`src/hdl/obi_pkg.sv`:
```
// ####################
// OBI protocol package
// Bus widths and the A/R channel, request and response structs
// ####################

`default_nettype none

package obi_pkg;

  // Byte address and data widths
  localparam int unsigned AddrWidth = 32;
  localparam int unsigned DataWidth = 32;
  // One enable bit per data byte
  localparam int unsigned BeWidth   = DataWidth / 8;

  // A channel, manager to subordinate
  typedef struct packed {
    logic [AddrWidth-1:0] addr;
    logic                 we;
    logic [BeWidth-1:0]   be;
    logic [DataWidth-1:0] wdata;
  } obi_a_chan_t;

  // R channel, subordinate to manager
  typedef struct packed {
    logic [DataWidth-1:0] rdata;
    logic                 err;
  } obi_r_chan_t;

  // Everything a manager drives
  typedef struct packed {
    logic        req;
    obi_a_chan_t a;
    // Manager accepts a response
    logic        rready;
  } obi_req_t;

  // Everything a subordinate drives
  typedef struct packed {
    logic        gnt;
    logic        rvalid;
    obi_r_chan_t r;
  } obi_rsp_t;

endpackage

`default_nettype wire
```
`src/hdl/obi_mux.sv`:
```
// ####################
// OBI multiplexer
// N managers onto one subordinate, responses routed back in order
// ####################

`timescale 1ns/1ps
`default_nettype none

module obi_mux #(
  parameter int unsigned NumMgr      = 2,
  parameter int unsigned NumMaxTrans = 4
) (
  input  logic                         clk_i,
  input  logic                         rst_n_i,
  input  obi_pkg::obi_req_t [NumMgr-1:0] sbr_ports_req_i,
  output obi_pkg::obi_rsp_t [NumMgr-1:0] sbr_ports_rsp_o,
  output obi_pkg::obi_req_t              mgr_port_req_o,
  input  obi_pkg::obi_rsp_t              mgr_port_rsp_i
);

  import obi_pkg::*;

  if (NumMgr < 2) begin : gen_num_mgr_check
    $fatal(1, "obi_mux needs at least two manager ports");
  end

  localparam int unsigned IdxWidth = $clog2(NumMgr);
  typedef logic [IdxWidth-1:0] idx_t;

  logic        [NumMgr-1:0] sbr_req;
  logic        [NumMgr-1:0] sbr_gnt;
  obi_a_chan_t [NumMgr-1:0] sbr_a;

  obi_a_chan_t arb_a;
  logic        arb_req;
  idx_t        sel_idx;
  idx_t        rsp_idx;
  logic        fifo_full;
  logic        fifo_empty;
  logic        fifo_push;
  logic        fifo_pop;

  // Split the manager structs
  for (genvar i = 0; i < NumMgr; i++) begin : gen_sbr_req
    assign sbr_req[i] = sbr_ports_req_i[i].req;
    assign sbr_a[i]   = sbr_ports_req_i[i].a;
  end

  // Grant held back while the ID FIFO has no room
  obi_rr_arb #(
    .NumIn   (NumMgr),
    .dtype_t (obi_a_chan_t)
  ) i_obi_rr_arb (
    .clk_i   (clk_i),
    .rst_n_i (rst_n_i),
    .req_i   (sbr_req),
    .gnt_o   (sbr_gnt),
    .data_i  (sbr_a),
    .req_o   (arb_req),
    .gnt_i   (mgr_port_rsp_i.gnt && !fifo_full),
    .data_o  (arb_a),
    .idx_o   (sel_idx)
  );

  // Request path, combinational
  assign mgr_port_req_o.req    = arb_req && !fifo_full;
  assign mgr_port_req_o.a      = arb_a;
  // Only the manager owed the next response may accept it
  assign mgr_port_req_o.rready = sbr_ports_req_i[rsp_idx].rready;

  // Record source on grant, release on R handshake
  assign fifo_push = mgr_port_req_o.req && mgr_port_rsp_i.gnt;
  assign fifo_pop  = mgr_port_rsp_i.rvalid && mgr_port_req_o.rready;

  obi_fifo #(
    .Depth   (NumMaxTrans),
    .dtype_t (idx_t)
  ) i_id_fifo (
    .clk_i   (clk_i),
    .rst_n_i (rst_n_i),
    .push_i  (fifo_push),
    .data_i  (sel_idx),
    .pop_i   (fifo_pop),
    .data_o  (rsp_idx),
    .full_o  (fifo_full),
    .empty_o (fifo_empty)
  );

  // Response fan-out, others see rvalid low and r zero
  for (genvar i = 0; i < NumMgr; i++) begin : gen_sbr_rsp
    assign sbr_ports_rsp_o[i].gnt    = sbr_gnt[i];
    assign sbr_ports_rsp_o[i].rvalid = mgr_port_rsp_i.rvalid && (rsp_idx == idx_t'(i));
    assign sbr_ports_rsp_o[i].r      = (rsp_idx == idx_t'(i)) ? mgr_port_rsp_i.r : '0;
  end

  // Every response must match an earlier grant
  a_rsp_has_id : assert property (@(posedge clk_i) disable iff (!rst_n_i)
    mgr_port_rsp_i.rvalid |-> !fifo_empty)
    else $error("Response without recorded source");

endmodule

`default_nettype wire

```
`src/hdl/obi_rr_arb.sv`:
```
// ####################
// Round-robin arbiter
// Rotating priority with lock-in, forwards the winner's payload
// ####################

`timescale 1ns/1ps
`default_nettype none

module obi_rr_arb #(
  parameter int unsigned NumIn   = 2,
  parameter type         dtype_t = logic
) (
  input  logic                       clk_i,
  input  logic                       rst_n_i,
  input  logic   [NumIn-1:0]         req_i,
  output logic   [NumIn-1:0]         gnt_o,
  input  dtype_t [NumIn-1:0]         data_i,
  output logic                       req_o,
  input  logic                       gnt_i,
  output dtype_t                     data_o,
  output logic   [$clog2(NumIn)-1:0] idx_o
);

  localparam int unsigned IdxWidth = $clog2(NumIn);
  localparam logic [IdxWidth-1:0] LastIdx = IdxWidth'(NumIn - 1);

  // Priority pointer, first input to consider
  logic [IdxWidth-1:0] rr_q;
  // Held choice while a request waits for its grant
  logic                lock_q;
  logic [IdxWidth-1:0] lock_idx_q;

  logic [IdxWidth-1:0] sel_idx;
  logic                sel_found;
  logic                handshake;

  // Scan from the pointer upwards, wrapping around
  always_comb begin : proc_select
    int unsigned cand;
    sel_found = 1'b0;
    sel_idx   = rr_q;
    for (int unsigned i = 0; i < NumIn; i++) begin
      cand = (32'(rr_q) + i) % NumIn;
      if (!sel_found && req_i[cand]) begin
        sel_found = 1'b1;
        sel_idx   = IdxWidth'(cand);
      end
    end
  end

  // Locked choice wins over a fresh scan
  assign idx_o  = lock_q ? lock_idx_q : sel_idx;
  // Low when nobody requests, since the scan then lands on an idle input
  assign req_o  = req_i[idx_o];
  assign data_o = data_i[idx_o];

  assign handshake = req_o && gnt_i;

  // One-hot grant back to the winner
  always_comb begin : proc_gnt
    gnt_o = '0;
    gnt_o[idx_o] = handshake;
  end

  always_ff @(posedge clk_i) begin
    if (!rst_n_i) begin
      rr_q       <= '0;
      lock_q     <= 1'b0;
      lock_idx_q <= '0;
    end else begin
      // Stalled request keeps its slot
      lock_q     <= req_o && !gnt_i;
      lock_idx_q <= idx_o;
      // Winner goes to the back of the line
      if (handshake) begin
        rr_q <= (idx_o == LastIdx) ? '0 : idx_o + 1'b1;
      end
    end
  end

  // Choice and its payload must not move under a pending request
  a_lock_in : assert property (@(posedge clk_i) disable iff (!rst_n_i)
    (req_o && !gnt_i) |=> (req_o && (idx_o == $past(idx_o)) && $stable(data_o)))
    else $error("Arbiter changed choice before grant");

endmodule

`default_nettype wire

```
`src/hdl/obi_fifo.sv`:
```
// ####################
// Synchronous FIFO
// Circular buffer of any payload type, no fall-through
// ####################

`timescale 1ns/1ps
`default_nettype none

module obi_fifo #(
  parameter int unsigned Depth   = 2,
  parameter type         dtype_t = logic
) (
  input  logic   clk_i,
  input  logic   rst_n_i,
  input  logic   push_i,
  input  dtype_t data_i,
  input  logic   pop_i,
  output dtype_t data_o,
  output logic   full_o,
  output logic   empty_o
);

  localparam int unsigned PtrWidth = (Depth > 1) ? $clog2(Depth) : 1;
  localparam int unsigned CntWidth = $clog2(Depth + 1);
  localparam logic [PtrWidth-1:0] LastPtr = PtrWidth'(Depth - 1);

  dtype_t              mem_q [Depth];
  logic [PtrWidth-1:0] wr_ptr_q;
  logic [PtrWidth-1:0] rd_ptr_q;
  logic [CntWidth-1:0] cnt_q;

  // Occupancy flags from the count
  assign full_o  = (cnt_q == CntWidth'(Depth));
  assign empty_o = (cnt_q == '0);

  // Head entry, registered storage only
  assign data_o = mem_q[rd_ptr_q];

  always_ff @(posedge clk_i) begin
    if (!rst_n_i) begin
      wr_ptr_q <= '0;
      rd_ptr_q <= '0;
      cnt_q    <= '0;
    end else begin
      // Pointers wrap at the last slot
      if (push_i) begin
        wr_ptr_q <= (wr_ptr_q == LastPtr) ? '0 : wr_ptr_q + 1'b1;
      end
      if (pop_i) begin
        rd_ptr_q <= (rd_ptr_q == LastPtr) ? '0 : rd_ptr_q + 1'b1;
      end
      // Push and pop together leave the count alone
      if (push_i && !pop_i) begin
        cnt_q <= cnt_q + 1'b1;
      end else if (pop_i && !push_i) begin
        cnt_q <= cnt_q - 1'b1;
      end
    end
  end

  // Payload storage
  always_ff @(posedge clk_i) begin
    if (push_i) begin
      mem_q[wr_ptr_q] <= data_i;
    end
  end

  a_no_push_full : assert property (@(posedge clk_i) disable iff (!rst_n_i)
    push_i |-> !full_o) else $error("FIFO push while full");

  a_no_pop_empty : assert property (@(posedge clk_i) disable iff (!rst_n_i)
    pop_i |-> !empty_o) else $error("FIFO pop while empty");

endmodule

`default_nettype wire

```
`config.mk`:
```
export PLATFORM = sky130hd
export DESIGN_NAME = obi_mux
export DESIGN_NICKNAME = d
export VERILOG_FILES = /design/src/hdl/obi_pkg.sv /design/src/hdl/obi_mux.sv /design/src/hdl/obi_rr_arb.sv /design/src/hdl/obi_fifo.sv
export SDC_FILE = /design/constraint.sdc
export NUM_CORES = 1
export LEC_CHECK = 0
export ABC_AREA = 1
export BUFFER_PORTS_ARGS = -buffer_cell sky130_fd_sc_hd__buf_2
export CAP_MARGIN = 20
export CORE_AREA = 2 2 123 125
export CTS_CLUSTER_DIAMETER = 80
export DETAILED_ROUTE_END_ITERATION = 10
export DIE_AREA = 0 0 125 127
export PLACE_DENSITY = 0.51
export SYNTH_ARGS = -nofsm -noshare
export SYNTH_HDL_FRONTEND = slang
export SYNTH_SLANG_ARGS = --single-unit
```
`constraint.sdc`:
```
create_clock -name clk_i -period 2.6 [get_ports clk_i]
set_input_delay 0.13 -clock clk_i [delete_from_list [all_inputs] [get_ports clk_i]]
set_output_delay 0.13 -clock clk_i [all_outputs]
set_load 0.01 [all_outputs]
```
==> results.cfg <==
[hold_path]
min-delay-start = rst_n_i
hold_path.class = input pin to register

[timing]
setup_violations = 0
final-hold-violation-count = 0
finalCriticalPeriod_ps = 2230
rsz0062_at_grt = false
tns_ps = 0
worst_pin_slew_ps = 715
period_share_pct = 85.9
fin_hold_ws_ps = 218
fin_worst_skew_ps = 3.62
maxSlewViolCount = 0
max_freq_mhz = 448
maxSlewHeadroom_pct = 52.3

[clock_tree]
cts.sinks = 16
cts_tree = done
clockRootBuffer = clkbuf_16
clock_latency_ps = 250
post_cts_resized = 0
cts_inserted_buffers = 3
cts_buffer_depth = 2
cts_max_level = 1
postCtsSetupRepairBufs = 0
clk_pin_slew_worst_paths_ps = 50
cts_hold_buf = 0

[synthesis]
yosys.area_share.simple_pct = 61.0
synth_nets = 625
ys.flop_type = dfxtp_1
syn-instance-count = 439
synth_xor_xnor_area_share_pct = 0
synth_top_cell_by_area = nand2_1
syn_area_um2 = 2110
synthMuxAreaShare_pct = 0
synthArstFlopShare_pct = 0
yosys.area.top_type_share_pct = 40.3
ys_ff_latch = 16
synth_cell_type_count = 21
synth-compound-area-share_pct = 2.44
seq_area_frac_synth_pct = 17.1
synthAdderAreaFrac_pct = 4.52
post_synth.cell_area_avg_um2 = 4.80
synth_common_cells = nand2_1 (226), nor2_1 (90), inv_1 (53)
yosysMostFrequentCell = nand2_1
synth-edff-count = 4
synth_top_family_by_area = simple AND/OR/NAND/NOR gates
yosys_warnings = 0
synthTopCellsByArea = nand2_1 (40%), nor2_1 (16%), dfxtp_1 (11%)

[routing]
remaining_drc_errors = 0
via_count = 3540
drtAntennaViolNets = 0
first_iter_violations = 88
drt-vias-per-instance = 3.81
first_pass_iters = 4
routed_wl_um = 10900
wire_per_inst_um = 11.7

[die]
core_um2 = 14400
die_y_um = 127
start_util_pct = 14.6
io_pins = 320
fp.dieW_um = 125
die_area_um2 = 15900
rows = 44

[setup_path]
endpoint_kind = register
max_stage_delay_ps = 380
cp-start-kind = register
worstSetupPathType = register to register
reg2reg_from = i_id_fifo.cnt_q[0]
cp_slowest_cell = dfxtp_1
critical_path_required_ps = 2730
cp.arrival_ps = 2360
startpoint = i_id_fifo.cnt_q[0]
crit_fanout = 5
crit_chain = nor2_1 -> a21boi_2 -> nand4_1 -> nand2_1 -> ha_1 -> inv_1 -> fa_1 -> a21oi_1 -> o21ai_0 -> o21ai_0 -> a21oi_1

[power]
p_clk_share_pct = 16.7
swShare_pct = 46.5
power_density_nw_per_um2 = 459
p_sw_mw = 0.841
combPwrFrac_pct = 65.7
internal-power_mw = 0.966
seqPwrFrac_pct = 17.6
power_mw = 1.81
leakage_nw = 2.72
irDropWorstVdd_v = 0.000154

[global_route]
grt-ovfl-total = 0
grt_pass1_wl_um = 16300
globalRouteMet3Util_pct = 3.18
grt_antenna_before_repair = 1
grt_pass1_vias = 3306
use_met2_pct = 24.8
grt-busiest-layer = met2
grt_max_degree = 75
grtUsageMet1_pct = 13.4
gr-usage-all-layers_pct = 12.4

[placement]
dpl.hpwl_um = 9290
gp_congestion = 0.802
port_buffers = 319

[run_status]
status = completed

[layout]
drive_above_1_share_pct = 44.9
fill_cells = 1702
syn2layout_area_growth_pct = 86.9
fin_nets = 931

[flow_run]
drv_cap = 0
stage by stage:
| stage | setup slack [ps] | instances | util, % | instance area [µm²] |
|---|---|---|---|---|
| finish | 367 | 930 | 27.3 | 3940 |
| global route | 33.1 | 929 | 27.3 | 3930 |
| CTS | 356 | 928 | 27.2 | 3930 |
| detailed placement | 352 | 924 | 26.7 | 3850 |
| global placement | 380 | 924 | 26.7 | 3850 |
| floorplan | 582 | 439 | - | 2110 |
layer usage:
layer / part of all wire, % / wire length (µm)
met5: 0 / 0
met4: 0.89 / 97
met3: 9.3 / 1020
met2: 53 / 5740
met1: 37 / 4060
final cells by class:
| type | count | area (µm²) | share of cell area [%] |
|---|---|---|---|
| Timing Repair Buffer | 322 | 1620 | 41.1 |
| Clock buffer | 3 | 75.1 | 1.91 |
| Clock inverter | 1 | 3.75 | 0.0954 |
| Inverter | 56 | 210 | 5.34 |
| Sequential cell | 16 | 360 | 9.16 |
| Multi-Input combinational cell | 346 | 1430 | 36.4 |
| Tap cell | 184 | 230 | 5.85 |
| Antenna cell | 2 | 5.00 | 0.127 |
critical path: cells and delay by family, from the launching register on:
family / cells / cell delay [ps]
simple gates: 3 / 410
buf+inv: 1 / 60
compound gates: 5 / 730
fa+ha+maj: 2 / 520
flops: 1 / 380
cells by family (layout without fill, tap and decap cells):
logic type | after synthesis | after routing
other | 0 | 2
DFF | 16 | 16
buffers and inverters | 77 | 382
adders and majority gates | 7 | 7
AOI/OAI and AO/OA | 9 | 9
and+or+nand+nor | 330 | 330
final timing paths:
| path | end | slack, ps | cells past startpoint |
|---|---|---|---|
| max reg2reg | i_id_fifo.cnt_q[2] | 370 | 11 |
| min | i_id_fifo.wr_ptr_q[0] | 220 | 3 |
| max | i_id_fifo.cnt_q[2] | 370 | 11 |
| min reg2reg | i_id_fifo.cnt_q[0] | 500 | 1 |
power by group through the flow:
stage	combinational, mW	sequential (mW)	clock [mW]
floorplan	0.673	0.318	0
global placement	1.22	0.322	0
detailed placement	1.21	0.323	0
CTS	1.21	0.318	0.314
global route	1.34	0.324	0.328
finish	1.19	0.317	0.302
layout by cell type, fill, tap and decap left out, drive strengths merged:
cell    Yosys  final
a21oi       4      4
and2        1      1
nand3b      1      1
buf        20    322
nor3        1      1
a21boi      1      1
fa          1      1
nand3       7      7
o21ai       4      4
nor2       90     90
ha          6      6
dfxtp      12     12
diode       0      2
clkbuf      1      3
edfxtp      4      4
inv        56     56
nand4       2      2
clkinv      0      1
nand2     228    228
Note: power is estimated with default switching activity, not from simulation.
